<file path="src/cpu_pkg.sv">
package cpu_pkg;

    typedef logic [31:0] word_t;    // instruction, data or pc word
    typedef logic [3:0]  reg_idx_t; // register index
    typedef logic [6:0]  opcode_t;
    typedef logic [3:0]  cond_t;
    typedef logic [1:0]  sel_t;     // operand source select
    typedef logic [4:0]  imm5_t;    // immediate shift amount

    // field positions in the instruction word
    localparam int COND_HI      = 31;
    localparam int COND_LO      = 28;
    localparam int OPCODE_HI    = 27;
    localparam int OPCODE_LO    = 21;
    localparam int EN_STATUS_B  = 20;
    localparam int RN_HI        = 19;
    localparam int RN_LO        = 16;
    localparam int RD_HI        = 15;
    localparam int RD_LO        = 12;
    localparam int RS_HI        = 11;
    localparam int RS_LO        = 8;
    localparam int IMM5_HI      = 11;
    localparam int IMM5_LO      = 7;
    localparam int SHIFT_OP_HI  = 6;
    localparam int SHIFT_OP_LO  = 5;
    localparam int RM_HI        = 3;
    localparam int RM_LO        = 0;

    localparam cond_t COND_NEVER = 4'b1111; // not a normal instruction

    // source select codes
    localparam sel_t SEL_RF   = 2'b00;  // register file value
    localparam sel_t SEL_FWD  = 2'b01;  // forwarded alu result
    localparam sel_t SEL_PC   = 2'b11;  // pc, A operand only
    localparam sel_t SEL_ZERO = 2'b11;  // zero, shift operand only

endpackage

</file>
<file path="src/pipeline_unit.sv">
`timescale 1ns/1ps

module pipeline_unit (
    input  logic             clk,
    input  logic             rst_n,
    input  cpu_pkg::word_t   instr_in,
    input  logic             branch_in,   // flush request
    input  logic             sel_stall,   // hazard stall
    output cpu_pkg::cond_t   cond,
    output cpu_pkg::opcode_t opcode,
    output logic             en_status,
    output cpu_pkg::reg_idx_t rn,
    output cpu_pkg::reg_idx_t rd,
    output cpu_pkg::reg_idx_t rs,
    output cpu_pkg::reg_idx_t rm,
    output logic [1:0]       shift_op,
    output cpu_pkg::imm5_t   imm5,
    output logic             branch_value,
    output cpu_pkg::word_t   instr_output
);

    cpu_pkg::word_t instr_q;    // word held between decode and execute
    logic           bubble_q;   // set when the held word is a flush bubble

    // flush wins over stall, stall keeps the old word
    always_ff @(posedge clk or negedge rst_n) begin
        if (!rst_n) begin
            instr_q  <= '0;
            bubble_q <= 1'b0;
        end else if (branch_in) begin
            instr_q  <= '0;     // all-zero bubble
            bubble_q <= 1'b1;
        end else if (!sel_stall) begin
            instr_q  <= instr_in;
            bubble_q <= 1'b0;
        end
    end

    // field slices of the held word
    assign cond      = instr_q[cpu_pkg::COND_HI:cpu_pkg::COND_LO];
    assign opcode    = instr_q[cpu_pkg::OPCODE_HI:cpu_pkg::OPCODE_LO];
    assign en_status = instr_q[cpu_pkg::EN_STATUS_B];
    assign rn        = instr_q[cpu_pkg::RN_HI:cpu_pkg::RN_LO];
    assign rd        = instr_q[cpu_pkg::RD_HI:cpu_pkg::RD_LO];
    assign rs        = instr_q[cpu_pkg::RS_HI:cpu_pkg::RS_LO];
    assign imm5      = instr_q[cpu_pkg::IMM5_HI:cpu_pkg::IMM5_LO];   // overlaps rs
    assign shift_op  = instr_q[cpu_pkg::SHIFT_OP_HI:cpu_pkg::SHIFT_OP_LO];
    assign rm        = instr_q[cpu_pkg::RM_HI:cpu_pkg::RM_LO];

    assign branch_value = bubble_q;
    assign instr_output = instr_q;

endmodule

</file>
<file path="src/execute_unit.sv">
`timescale 1ns/1ps

module execute_unit (
    input  logic              clk,
    input  logic              rst_n,
    input  cpu_pkg::word_t    instr_in,
    input  logic              branch_in,
    input  logic              sel_stall,
    input  cpu_pkg::reg_idx_t rd,           // memory stage destination
    output cpu_pkg::opcode_t  opcode,
    output cpu_pkg::reg_idx_t rn,
    output cpu_pkg::reg_idx_t rs,
    output cpu_pkg::reg_idx_t rm,
    output cpu_pkg::imm5_t    imm5,
    output logic              branch_value,
    output cpu_pkg::word_t    instr_output,
    output cpu_pkg::sel_t     sel_a_in,
    output cpu_pkg::sel_t     sel_b_in,
    output cpu_pkg::sel_t     sel_shift_in,
    output logic              sel_shift,     // 1 = shift amount from a register
    output logic              en_a,
    output logic              en_b,
    output logic              en_s
);

    cpu_pkg::cond_t cond;

    logic is_normal;
    logic is_ldst;
    logic is_branch;

    pipeline_unit u_pipe (
        .clk          (clk),
        .rst_n        (rst_n),
        .instr_in     (instr_in),
        .branch_in    (branch_in),
        .sel_stall    (sel_stall),
        .cond         (cond),
        .opcode       (opcode),
        .en_status    (),
        .rn           (rn),
        .rd           (),
        .rs           (rs),
        .rm           (rm),
        .shift_op     (),
        .imm5         (imm5),
        .branch_value (branch_value),
        .instr_output (instr_output)
    );

    // instruction classes
    assign is_normal = !opcode[6] && (opcode[5:4] != 2'b10) && (cond != cpu_pkg::COND_NEVER);
    assign is_ldst   = (opcode[6:5] == 2'b11) || (opcode[6:3] == 4'b1000);
    assign is_branch = (opcode[6:3] == 4'b1001);

    always_comb begin
        // forwarding by index match only, no valid bit
        sel_a_in     = (rn == rd) ? cpu_pkg::SEL_FWD : cpu_pkg::SEL_RF;
        sel_b_in     = (rm == rd) ? cpu_pkg::SEL_FWD : cpu_pkg::SEL_RF;
        sel_shift_in = (rs == rd) ? cpu_pkg::SEL_FWD : cpu_pkg::SEL_RF;
        sel_shift    = 1'b0;
        en_a         = 1'b0;
        en_b         = 1'b0;
        en_s         = 1'b0;

        if (is_normal) begin
            if (opcode[4]) begin    // shifted second operand
                sel_shift = opcode[5];
                en_b      = 1'b1;
                en_s      = 1'b1;
            end
            if (opcode[3]) begin
                en_a = 1'b1;
            end
        end else if (is_ldst) begin
            if (!opcode[3]) begin
                // immediate offset form
                if (opcode[6:4] == 3'b100) begin
                    sel_a_in = cpu_pkg::SEL_PC;  // literal load, base is pc
                end
                en_a = 1'b1;
            end else begin
                // register offset form
                sel_shift = 1'b1;
                en_a      = 1'b1;
                en_b      = 1'b1;
                en_s      = 1'b1;
            end
        end else if (is_branch) begin
            if (!opcode[0]) begin
                sel_a_in = cpu_pkg::SEL_PC;      // pc relative target
            end else begin
                en_b = 1'b1;                     // target from rm
            end
            sel_shift    = 1'b1;
            sel_shift_in = cpu_pkg::SEL_ZERO;    // no shift on branch
            en_s         = 1'b1;
        end
    end

endmodule

</file>
<file path="src/operand_datapath.sv">
`timescale 1ns/1ps

module operand_datapath (
    input  logic           clk,
    input  logic           rst_n,
    input  cpu_pkg::sel_t  sel_a_in,
    input  cpu_pkg::sel_t  sel_b_in,
    input  cpu_pkg::sel_t  sel_shift_in,
    input  logic           sel_shift,
    input  logic           en_a,
    input  logic           en_b,
    input  logic           en_s,
    input  cpu_pkg::imm5_t imm5,
    input  cpu_pkg::word_t rf_rn_data,
    input  cpu_pkg::word_t rf_rm_data,
    input  cpu_pkg::word_t rf_rs_data,
    input  cpu_pkg::word_t alu_result,    // forward value
    input  cpu_pkg::word_t pc,
    output cpu_pkg::word_t val_a,
    output cpu_pkg::word_t val_b,
    output cpu_pkg::imm5_t shift_amt
);

    cpu_pkg::word_t a_next;
    cpu_pkg::word_t b_next;
    cpu_pkg::word_t s_reg_val;    // register source of the shift amount
    cpu_pkg::imm5_t s_next;

    // A operand source
    always_comb begin
        case (sel_a_in)
            cpu_pkg::SEL_FWD: a_next = alu_result;
            cpu_pkg::SEL_PC:  a_next = pc;
            default:          a_next = rf_rn_data;
        endcase
    end

    // B operand has no pc path
    assign b_next = (sel_b_in == cpu_pkg::SEL_FWD) ? alu_result : rf_rm_data;

    always_comb begin
        case (sel_shift_in)
            cpu_pkg::SEL_FWD:  s_reg_val = alu_result;
            cpu_pkg::SEL_ZERO: s_reg_val = '0;
            default:           s_reg_val = rf_rs_data;
        endcase
    end

    // only the low five bits count as a shift amount
    assign s_next = sel_shift ? s_reg_val[4:0] : imm5;

    always_ff @(posedge clk or negedge rst_n) begin
        if (!rst_n) begin
            val_a     <= '0;
            val_b     <= '0;
            shift_amt <= '0;
        end else begin
            if (en_a) begin
                val_a <= a_next;
            end
            if (en_b) begin
                val_b <= b_next;
            end
            if (en_s) begin
                shift_amt <= s_next;
            end
        end
    end

endmodule

</file>
<file path="src/execute_top.sv">
`timescale 1ns/1ps

module execute_top (
    input  logic              clk,
    input  logic              rst_n,
    input  cpu_pkg::word_t    instr_in,
    input  logic              branch_in,
    input  logic              sel_stall,
    input  cpu_pkg::reg_idx_t rd,
    input  cpu_pkg::word_t    alu_result,
    input  cpu_pkg::word_t    rf_rn_data,
    input  cpu_pkg::word_t    rf_rm_data,
    input  cpu_pkg::word_t    rf_rs_data,
    input  cpu_pkg::word_t    pc,
    output cpu_pkg::opcode_t  opcode,
    output cpu_pkg::reg_idx_t rn,      // register file read indices
    output cpu_pkg::reg_idx_t rs,
    output cpu_pkg::reg_idx_t rm,
    output logic              branch_value,
    output cpu_pkg::word_t    instr_output,
    output logic              en_a,
    output logic              en_b,
    output logic              en_s,
    output cpu_pkg::word_t    val_a,
    output cpu_pkg::word_t    val_b,
    output cpu_pkg::imm5_t    shift_amt
);

    // controller to datapath
    cpu_pkg::sel_t  sel_a_in;
    cpu_pkg::sel_t  sel_b_in;
    cpu_pkg::sel_t  sel_shift_in;
    logic           sel_shift;
    cpu_pkg::imm5_t imm5;

    execute_unit u_ctrl (
        .clk          (clk),
        .rst_n        (rst_n),
        .instr_in     (instr_in),
        .branch_in    (branch_in),
        .sel_stall    (sel_stall),
        .rd           (rd),
        .opcode       (opcode),
        .rn           (rn),
        .rs           (rs),
        .rm           (rm),
        .imm5         (imm5),
        .branch_value (branch_value),
        .instr_output (instr_output),
        .sel_a_in     (sel_a_in),
        .sel_b_in     (sel_b_in),
        .sel_shift_in (sel_shift_in),
        .sel_shift    (sel_shift),
        .en_a         (en_a),
        .en_b         (en_b),
        .en_s         (en_s)
    );

    operand_datapath u_opnd (
        .clk          (clk),
        .rst_n        (rst_n),
        .sel_a_in     (sel_a_in),
        .sel_b_in     (sel_b_in),
        .sel_shift_in (sel_shift_in),
        .sel_shift    (sel_shift),
        .en_a         (en_a),
        .en_b         (en_b),
        .en_s         (en_s),
        .imm5         (imm5),
        .rf_rn_data   (rf_rn_data),
        .rf_rm_data   (rf_rm_data),
        .rf_rs_data   (rf_rs_data),
        .alu_result   (alu_result),
        .pc           (pc),
        .val_a        (val_a),
        .val_b        (val_b),
        .shift_amt    (shift_amt)
    );

endmodule

</file>
<file path="config.mk">
export PLATFORM = sky130hd
export DESIGN_NAME = execute_top
export DESIGN_NICKNAME = d
export VERILOG_FILES = /design/src/cpu_pkg.sv /design/src/pipeline_unit.sv /design/src/execute_unit.sv /design/src/operand_datapath.sv /design/src/execute_top.sv
export SDC_FILE = /design/constraint.sdc
export NUM_CORES = 1
export LEC_CHECK = 0
export BUFFER_PORTS_ARGS = -buffer_cell sky130_fd_sc_hd__buf_2
export CORE_AREA = 2 2 125 127
export DETAILED_ROUTE_END_ITERATION = 8
export DIE_AREA = 0 0 127 129
export PLACE_DENSITY_LB_ADDON = 0.15
export SLEW_MARGIN = 10
export SYNTH_ARGS = -nofsm -noshare
export SYNTH_HDL_FRONTEND = slang
export SYNTH_HIERARCHICAL = 1
export SYNTH_SLANG_ARGS = --single-unit
</file>
<file path="constraint.sdc">
create_clock -name clk -period 2.1 [get_ports clk]
set_clock_uncertainty 0.2 [all_clocks]
set_input_delay 0.42 -clock clk [delete_from_list [all_inputs] [get_ports clk]]
set_output_delay 0.42 -clock clk [all_outputs]
set_load 0.02 [all_outputs]
</file>
==> run metrics, run 1 <==
initial DRC count 176; die area 16400 µm²; CP max stage cell dfrtp_2; Routed Antenna Nets 0; Max-slew headroom 60.5%; final wirelength 16200 µm; total number of vias 4770; RSZ-0062 raised after global routing yes; Final Setup Violations 29; Most common cell on crit path buf_12; final worst setup slack -0.0510 ns; LEAKAGE 0.00404 µW; largest net degree at the start of global routing 65; GRT Total Usage 19.1%; total gr overflow 0; worst path bufs/invs 3; status finished with violations; clock buffer depth 2; initial core utilization 36.8%; clock sinks 102; antenna violations before repair 1; port buffer count 296; CP Class flop to flop; Worst EP required 2.13 ns; maximum vdd drop 0.332 mV; final cycle utilization of the critical path 102%; Die H 129 µm; drt via density 4.81; Worst setup EP type flop; startpoint types flop; DRC 0; First-pass DRT Iterations 5; Crit path max-delay family compound AO/OA/AOI/OAI gates; CTS Buf Count 9; core area 15000 µm²; Max Clk Rate 465 MHz; Clk Latency, worst-skew pair 0.35 ns; num ports 324; Worst-Margin Slew 0.593 ns; share of post-route cells with drive strength above 1 50.4%; vias in the first global route 4706; fin crit period 2.15 ns; clock transition at the registers of the reported paths 0.07 ns; Hold Crit Class input pin to flop; Synthesis Warnings 6; slowest cell delay on critical path 0.42 ns; syn_nets 723; Max Slew Vio Count 0; nets 999; Die Width 127 µm; Pwr Total 6650 µW; Avg Inst Size Synth 10.5 µm²; Rows 45; n_diodes 0; HPWL after detailed placement 12000 µm; first-pass GRT wire length 24500 µm; H-tree levels 3; Final Hold Viols 0; hold_ws 0.109 ns; Cell Area, Synth 5500 µm²; failing checks setup timing; WP data arrival 2.18 ns; Pwr per Cell Area 869 nW/µm²; CTS root buf clkbuf_16; max-capacitance violation count 0; CTS tree built; Cell Chain, Critical Path a2111oi_4, buf_6, buf_12, a41o_4, buf_12, a21oi_1, mux2_4; Avg WL per Cell 16.3 µm; Synth Instances 523; placer congestion estimate 0.851; Setup TNS Final -0.640 ns; Layout Area Growth over Synthesis 39.0%; crit path max fanout 28
[layer usage]
metal	up-vias	global-route usage [%]	share of wire, %
li1	2315	-	-
met2	192	32.4	48
met1	2234	23.8	42
met3	27	4.45	7.0
met5	-	0	0.099
met4	2	7.37	2.4
[layout by cell type, fill, tap and decap left out, types with 4 or more instances in the layout]
| cell type | count |
|---|---|
| xnor2_1 | 8 |
| buf_4 | 17 |
| dfrtp_1 | 98 |
| nand2b_1 | 6 |
| mux2_2 | 19 |
| mux2_4 | 13 |
| nand2_1 | 7 |
| o221a_2 | 5 |
| buf_12 | 10 |
| dfrtp_2 | 4 |
| a21oi_1 | 67 |
| buf_6 | 9 |
| xor2_1 | 4 |
| nor2_1 | 107 |
| mux2i_1 | 93 |
| buf_2 | 292 |
| clkbuf_16 | 9 |
[through the flow]
stage                     cells  setup WS [ns]  area [µm²]  util (%)
final                       992        -0.0510        7650      51.1
after global routing        992         -0.160        7650      51.1
after CTS                   987        -0.0403        7560      50.5
after detailed placement    964        -0.0419        7070      47.2
after global placement      964        -0.0196        7070      47.2
after floorplan             523       -0.00234        5570         -
[worst paths after layout]
check / startpoint / end / slack (ns) / cells past startpoint
setup / recovery: u_ctrl/u_pipe/instr_output[21]$_DFFE_PN0P_ / u_opnd/val_a[29]$_DFFE_PN0P_ / -0.05 / 7
hold reg to reg: u_ctrl/u_pipe/branch_value$_DFFE_PN0P_ / u_ctrl/u_pipe/branch_value$_DFFE_PN0P_ / 0.29 / 1
hold / removal: instr_in[9] / u_ctrl/u_pipe/instr_output[9]$_DFFE_PN0P_ / 0.11 / 3
setup reg to reg: u_ctrl/u_pipe/instr_output[21]$_DFFE_PN0P_ / u_opnd/val_a[29]$_DFFE_PN0P_ / -0.05 / 7
max in group asynchronous: rst_n / u_opnd/val_b[2]$_DFFE_PN0P_ / 1.01 / 3
min in group asynchronous: rst_n / u_opnd/val_b[30]$_DFFE_PN0P_ / 0.42 / 3
[worst reg2reg max path, cell delays in order, from the launching register on]
cell and delay (ns):
dfrtp_2 0.42, a2111oi_4 0.37, buf_6 0.16, buf_12 0.13, a41o_4 0.19, buf_12 0.19
a21oi_1 0.12, mux2_4 0.26
[flip-flops by register name, indices dropped and copies added (netlist names)]
| name | cells |
|---|---|
| u_ctrl/u_pipe/branch_value | 1 |
| u_ctrl/u_pipe/instr_output | 32 |
| u_opnd/shift_amt | 5 |
| u_opnd/val_a | 32 |
| u_opnd/val_b | 32 |
[final cells by class]
class	instances	area, µm²
fill	1407	7330
sequential	102	2560
timing repair buffer	331	1960
clock inverter	7	97.6
tap	188	235
inverter	2	7.51
clock buffer	9	225
multi-input combinational	353	2570
[report_power, final]
part / switching (µW) / internal [µW]
sequential: 223 / 2370
clock: 752 / 1050
combinational: 1300 / 962
[timing repair]
item / CTS / global route
setup buffers: 4 / 5
endpoints found under the hold margin: 102 / 0
gates resized for setup: 17 / 15
hold buffers: 1 / 0
endpoints found under the setup margin: 35 / 35
cloned: 2 / 0
pin swaps: 1 / 3
No activity file was read; power rests on OpenSTA's default activity.
==> run 2: changes to the inputs <==
--- a/config.mk
+++ b/config.mk
@@ -5,11 +5,10 @@
 export SDC_FILE = /design/constraint.sdc
 export NUM_CORES = 1
 export LEC_CHECK = 0
-export BUFFER_PORTS_ARGS = -buffer_cell sky130_fd_sc_hd__buf_2
 export CORE_AREA = 2 2 125 127
 export DETAILED_ROUTE_END_ITERATION = 8
 export DIE_AREA = 0 0 127 129
-export PLACE_DENSITY_LB_ADDON = 0.15
+export DONT_BUFFER_PORTS = 1
 export SLEW_MARGIN = 10
 export SYNTH_ARGS = -nofsm -noshare
 export SYNTH_HDL_FRONTEND = slang
==> run 2 against run 1 <==
Compared with the run above: die area unchanged; global-route usage decreased by 1.3 points; wire length decreased by 5.6%; critical endpoint is now en_s; flip-flop and latch count did not move; critical path type is now flop to output port; sequential share of layout area grew 7.9 points; critical path depth down 2; worst setup slack gained 0.038 ns; largest power group unchanged; total power decreased by 10%; register-to-register slack better by 0.05 ns; the flow finishes with violations (hold timing, setup timing); non-clock buffer count shrank 286; clock-buffer cell count grew 2.
==> run metrics, run 2 (synthesized netlist as in run 1, its figures left out) <==
num ports 324 (unchanged); area of the multi-input gates 2590 µm² (was 2570 µm²); Die H 129 µm (unchanged); antenna violations before repair 0 (was 1); initial DRC count 159 (was 176); maximum vdd drop 0.370 mV (was 0.332 mV); share of post-route cells with drive strength above 1 22.8% (was 50.4%); Hold Crit Class input pin to async pin (was input pin to flop); CP max stage cell dfrtp_2 (unchanged); Routed Antenna Nets 0 (unchanged); DRC 0 (unchanged); slowest cell delay on critical path 0.43 ns (was 0.42 ns); Avg WL per Cell 21.6 µm (was 16.3 µm); DP Area 5640 µm² (was 7070 µm²); hold buffer count at CTS 2 (was 1); most common cell after layout, fill and taps aside nor2_1 (was buf_2); Worst setup EP type output port (was flop); status finished with violations (unchanged); RSZ-0062 raised after global routing yes (unchanged); initial core utilization 36.8% (unchanged); clock buffer depth 2 (unchanged); GRT Total Usage 17.8% (was 19.1%); worst reg2reg startpoint u_ctrl/u_pipe/instr_output[24]$_DFFE_PN0P_ (was u_ctrl/u_pipe/instr_output[21]$_DFFE_PN0P_); Rows 45 (unchanged); max-capacitance violation count 0 (unchanged); CP Class flop to output port (was flop to flop); crit path max fanout 6 (was 28); die area 16400 µm² (unchanged); storage element area 2560 µm² (unchanged); most frequent cells in the layout nor2_1 (106), dfrtp_1 (98), mux2i_1 (93), a21oi_1 (68), buf_4 (29) (was buf_2 (292), nor2_1 (107), dfrtp_1 (98), mux2i_1 (93), a21oi_1 (67)); number of fill cells in the layout 1460 (was 1407); vias in the first global route 3985 (was 4706); Reg2Reg Capture Point u_opnd/val_a[29]$_DFFE_PN0P_ (unchanged); Worst EP required 1.48 ns (was 2.13 ns); Max Clk Rate 473 MHz (was 465 MHz); CTS root buf clkbuf_16 (unchanged); WP data arrival 1.49 ns (was 2.18 ns); Max Slew Vio Count 0 (unchanged); Comb power frac 18.6% (was 34.0%); gr busiest metal met2 (unchanged); Setup TNS Final -0.0162 ns (was -0.640 ns); final worst setup slack -0.0129 ns (was -0.0510 ns); nets 713 (was 999); final cycle utilization of the critical path 101% (was 102%); R2R Setup Slk 0 ns (was -0.05 ns); GR Util met2 32.8% (was 32.4%); CTS Buf Count 9 (unchanged); placer congestion estimate 0.728 (was 0.851); Switching Share 34.9% (was 34.2%); Worst-Margin Slew 1.11 ns (was 0.593 ns); routing usage on met1 19.6% (was 23.8%); First-pass DRT Iterations 4 (was 5); n_diodes 0 (unchanged); clock sinks 102 (unchanged); Clk Latency, worst-skew pair 0.34 ns (was 0.35 ns); M3 GR Usage 5.41% (was 4.45%); LEAKAGE 0.00287 µW (was 0.00404 µW); clock transition at the registers of the reported paths 0.07 ns (about the same); first-pass GRT wire length 22000 µm (was 24500 µm); Final Setup Violations 3 (was 29); largest net degree at the start of global routing 103 (was 65); switching pwr 2080 µW (was 2270 µW); port buffer count 0 (was 296); final wirelength 15300 µm (was 16200 µm); H-tree levels 3 (unchanged); Max-slew headroom 25.7% (was 60.5%); Pwr per Cell Area 963 nW/µm² (was 869 nW/µm²); Reg power frac 53.5% (was 38.9%); total number of vias 3781 (was 4770); R2R cell count 6 (was 7); drt via density 5.36 (was 4.81); total gr overflow 0 (unchanged); core area 15000 µm² (unchanged); Layout Area Growth over Synthesis 12.4% (was 39.0%); hold_ws -0.437 ns (was 0.109 ns); Final Hold Viols 102 (was 0); Power Internal 3880 µW (was 4380 µW); CTS tree built (unchanged); fin crit period 2.11 ns (was 2.15 ns); failing checks hold timing, setup timing (was setup timing); Clock Power Share 27.9% (was 27.1%); Final Cell Area 6190 µm² (was 7650 µm²); Cell Chain, Critical Path buf_12, a41oi_4, nand2_2, o21ai_2, buf_6 (was a2111oi_4, buf_6, buf_12, a41o_4, buf_12, a21oi_1, mux2_4); startpoint types flop (unchanged); HPWL after detailed placement 11100 µm (was 12000 µm); Die Width 127 µm (unchanged)
-- run 2: cell types whose count changed in the layout (fill, tap and decap cells not counted), sizes merged --
cell,change
dlygate4sd3,+1
buf,-288
bufinv,-1
clkbuf,+3
clkinv,-1
-- run 2: routing by layer --
layer / up-vias / wire length, µm
met1: 1831 / 5640
met5: - / 0
met4: 0 / 192
met3: 11 / 1460
li1: 1739 / -
met2: 200 / 7990
-- run 2: layout make-up --
cell class,count,share of cell area [%]
clock buffer,11,3.76
timing repair buffer,45,8.13
tap,188,3.80
inverter,2,0.121
multi-input combinational,353,41.9
sequential,102,41.3
clock inverter,5,0.950
-- run 2: worst max-delay path by stage --
stage | from | to | slack, ns | cells after the start
after detailed placement | u_ctrl/u_pipe/instr_output[24]$_DFFE_PN0P_ | u_opnd/val_a[13]$_DFFE_PN0P_ | -0.13 | 5
after global placement | u_ctrl/u_pipe/instr_output[24]$_DFFE_PN0P_ | u_opnd/val_a[13]$_DFFE_PN0P_ | -0.05 | 5
after global routing | u_ctrl/u_pipe/instr_output[27]$_DFFE_PN0P_ | en_a | -0.09 | 5
final | u_ctrl/u_pipe/instr_output[27]$_DFFE_PN0P_ | en_s | -0.01 | 5
after CTS | u_ctrl/u_pipe/instr_output[27]$_DFFE_PN0P_ | en_s | -0.03 | 5
after floorplan | u_ctrl/u_pipe/instr_output[24]$_DFFE_PN0P_ | u_opnd/val_a[0]$_DFFE_PN0P_ | -0.002 | 7
-- run 2: worst max-delay path: cells and delay by family (launching register included) --
kind	cells	cell delay, ns
DFF	1	0.43
and+or+nand+nor	1	0.12
buffers and inverters	2	0.31
AOI/OAI and AO/OA	2	0.30
-- run 2: through the flow --
stage	instances	setup slack (ns)	hold slack [ns]	util (%)	power [µW]
2_1_floorplan	523	-0.00234	-0.0756	-	3970
3_3_place_gp	681	-0.0461	-0.0725	37.6	4160
3_5_place_dp	681	-0.132	-0.0731	37.6	4220
4_1_cts	706	-0.0339	-0.457	40.9	5990
5_1_grt	706	-0.0930	-0.460	41.3	6240
6_report	706	-0.0129	-0.437	41.3	5960
-- run 2: repair_timing --
action	in CTS	in global routing
setup buffers	5	0
pin swaps	2	1
resized for setup	19	15
setup endpoints to repair	26	43
gates cloned	2	1
hold endpoints to repair	135	102
-- run 2: power by group through the flow --
stage / clock, µW / sequential, µW / combinational (µW)
after floorplan: 0 / 3100 / 869
after global placement: 0 / 3210 / 952
after detailed placement: 0 / 3220 / 993
after CTS: 1730 / 3190 / 1070
after global routing: 1810 / 3230 / 1210
final: 1660 / 3190 / 1110
==> run 3: changes to the inputs <==
--- a/config.mk
+++ b/config.mk
@@ -5,10 +5,13 @@
 export SDC_FILE = /design/constraint.sdc
 export NUM_CORES = 1
 export LEC_CHECK = 0
+export CELL_PAD_IN_SITES_DETAIL_PLACEMENT = 1
+export CELL_PAD_IN_SITES_GLOBAL_PLACEMENT = 1
 export CORE_AREA = 2 2 125 127
 export DETAILED_ROUTE_END_ITERATION = 8
 export DIE_AREA = 0 0 127 129
 export DONT_BUFFER_PORTS = 1
+export PLACE_DENSITY_LB_ADDON = 0.1
 export SLEW_MARGIN = 10
 export SYNTH_ARGS = -nofsm -noshare
 export SYNTH_HDL_FRONTEND = slang
==> run 3 against run 2 <==
Compared with the run above: the run still ends with hold timing, setup timing left; die area unchanged; sequential share of layout area shrank 3.8 points; non-clock buffer count increased by 18; cell area up 10%; critical path type is now flop to flop; largest cell class unchanged.
==> run metrics, run 3 (synthesized netlist as in run 1, its figures left out) <==
Setup crit start u_ctrl/u_pipe/instr_output[27]$_DFFE_PN0P_ (unchanged); hold buffer count at CTS 2 (unchanged); storage element area 2560 µm² (unchanged); CTS Buf Count 9 (unchanged); port buffer count 0 (unchanged); vias in the first global route 4205 (was 3985); Clk Latency, worst-skew pair 0.35 ns (was 0.34 ns); WP data arrival 2.22 ns (was 1.49 ns); worst reg2reg startpoint u_ctrl/u_pipe/instr_output[27]$_DFFE_PN0P_ (was u_ctrl/u_pipe/instr_output[24]$_DFFE_PN0P_); Final Hold Viols 102 (unchanged); pre-CTS WS -0.0621 ns (was -0.132 ns); nets 731 (was 713); total number of vias 3972 (was 3781); Comb power frac 20.7% (was 18.6%); Max Slew Vio Count 0 (unchanged); clock buffer depth 2 (unchanged); clock transition at the registers of the reported paths 0.07 ns (about the same); first-pass GRT wire length 23700 µm (was 22000 µm); maximum vdd drop 0.434 mV (was 0.370 mV); switching pwr 2180 µW (was 2080 µW); core area 15000 µm² (unchanged); CP Class flop to flop (was flop to output port); final worst setup slack -0.0857 ns (was -0.0129 ns); max-capacitance violation count 0 (unchanged); status finished with violations (unchanged); Power Internal 4310 µW (was 3880 µW); Final Cell Area 6820 µm² (was 6190 µm²); Setup TNS Final -0.656 ns (was -0.0162 ns); placer congestion estimate 0.733 (was 0.728); Reg power frac 49.3% (was 53.5%); CTS root buf clkbuf_16 (unchanged); startpoint types flop (unchanged); DP Area 5670 µm² (was 5640 µm²); Die H 129 µm (unchanged); Worst EP required 2.13 ns (was 1.48 ns); clock sinks 102 (unchanged); GRT Total Usage 19.1% (was 17.8%); antenna violations before repair 0 (unchanged); hold_ws -0.434 ns (was -0.437 ns); initial core utilization 36.8% (unchanged); Final Setup Violations 25 (was 3); Pwr Total 6480 µW (was 5960 µW); initial DRC count 98 (was 159); Clock Power Share 30.0% (was 27.9%); HPWL after detailed placement 11500 µm (was 11100 µm); num ports 324 (unchanged); H-tree levels 3 (unchanged); share of post-route cells with drive strength above 1 31.7% (was 22.8%); failing checks hold timing, setup timing (unchanged); Pwr per Cell Area 951 nW/µm² (was 963 nW/µm²); LEAKAGE 0.00311 µW (was 0.00287 µW); Routed Antenna Nets 0 (unchanged); fin crit period 2.19 ns (was 2.11 ns); DP Cell Count 683 (was 681); final non-filler cell total 724 (was 706); drt via density 5.49 (was 5.36); Switching Share 33.6% (was 34.9%); Hold Crit Class input pin to async pin (unchanged); RSZ-0062 raised after global routing yes (unchanged); total gr overflow 0 (unchanged); largest net degree at the start of global routing 103 (unchanged); Layout Area Growth over Synthesis 23.8% (was 12.4%); Die Width 127 µm (unchanged); Max Clk Rate 458 MHz (was 473 MHz); final wirelength 17600 µm (was 15300 µm); area of the multi-input gates 2820 µm² (was 2590 µm²); Avg WL per Cell 24.3 µm (was 21.6 µm); number of fill cells in the layout 1578 (was 1460); final cycle utilization of the critical path 104% (was 101%); Rows 45 (unchanged); Worst setup EP type flop (was output port); crit path max fanout 10 (was 6); die area 16400 µm² (unchanged); most frequent cells in the layout nor2_1 (98), dfrtp_1 (98), mux2i_1 (84), a21oi_1 (51), buf_4 (30) (was nor2_1 (106), dfrtp_1 (98), mux2i_1 (93), a21oi_1 (68), buf_4 (29)); CTS tree built (unchanged); First-pass DRT Iterations 4 (unchanged); DRC 0 (unchanged); n_diodes 0 (unchanged)
run 3: area by class of cell:
cell class / count / area share (%)
clock inverter: 5 / 1.56
sequential: 102 / 37.5
timing repair buffer: 63 / 12.5
multi-input combinational: 353 / 41.3
clock buffer: 11 / 3.56
inverter: 2 / 0.110
tap: 188 / 3.45
run 3: critical path: stages, from the launching register on:
cell and delay [ns]:
dfrtp_2 0.42, inv_1 0.10, a2111oi_4 0.06, buf_4 0.16
a41o_4 0.30, buf_4 0.16, clkbuf_16 0.17, nor2_1 0.19
a21oi_2 0.05, mux2_4 0.26
run 3: power groups by stage:
stage / clock network (µW) / registers (µW) / logic [µW]
final: 1940 / 3200 / 1340
after global routing: 2080 / 3250 / 1460
after CTS: 2010 / 3200 / 1070
after detailed placement: 0 / 3230 / 1000
after global placement: 0 / 3230 / 960
after floorplan: 0 / 3100 / 869
run 3: what timing repair did:
item	CTS	global route
endpoints found under the setup margin	27	40
hold endpoints to repair	135	102
setup buffers	4	8
gates cloned	2	11
pin swaps	2	15
resized for setup	14	75
run 3: metrics by stage:
stage / util [%] / hold slack, ns
global placement: 37.8 / -0.0731
detailed placement: 37.8 / -0.0733
CTS: 41.3 / -0.452
floorplan: - / -0.0756
global route: 45.5 / -0.453
finish: 45.5 / -0.434
run 3: path summary, 6_finish.rpt:
check                                                                   to  slack [ns]  cells past startpoint
worst max-delay path                          u_opnd/val_a[13]$_DFFE_PN0P_       -0.09                      9
worst min-delay path                          u_opnd/val_b[25]$_DFFE_PN0P_       -0.43                      0
worst max register to register                u_opnd/val_a[13]$_DFFE_PN0P_       -0.09                      9
worst min register to register      u_ctrl/u_pipe/branch_value$_DFFE_PN0P_        0.44                      1
max in group asynchronous       u_ctrl/u_pipe/instr_output[21]$_DFFE_PN0P_        1.98                      0
min in group clk                u_ctrl/u_pipe/instr_output[12]$_DFFE_PN0P_        0.03                      2
run 3: metal layers:
metal / part of all wire [%] / GRT usage [%] / vias up
met5: 0 / 0 / -
met4: 1.7 / 6.72 / 0
met2: 50 / 33.2 / 190
li1: - / - / 1780
met1: 39 / 22.3 / 1982
met3: 8.8 / 6.24 / 20
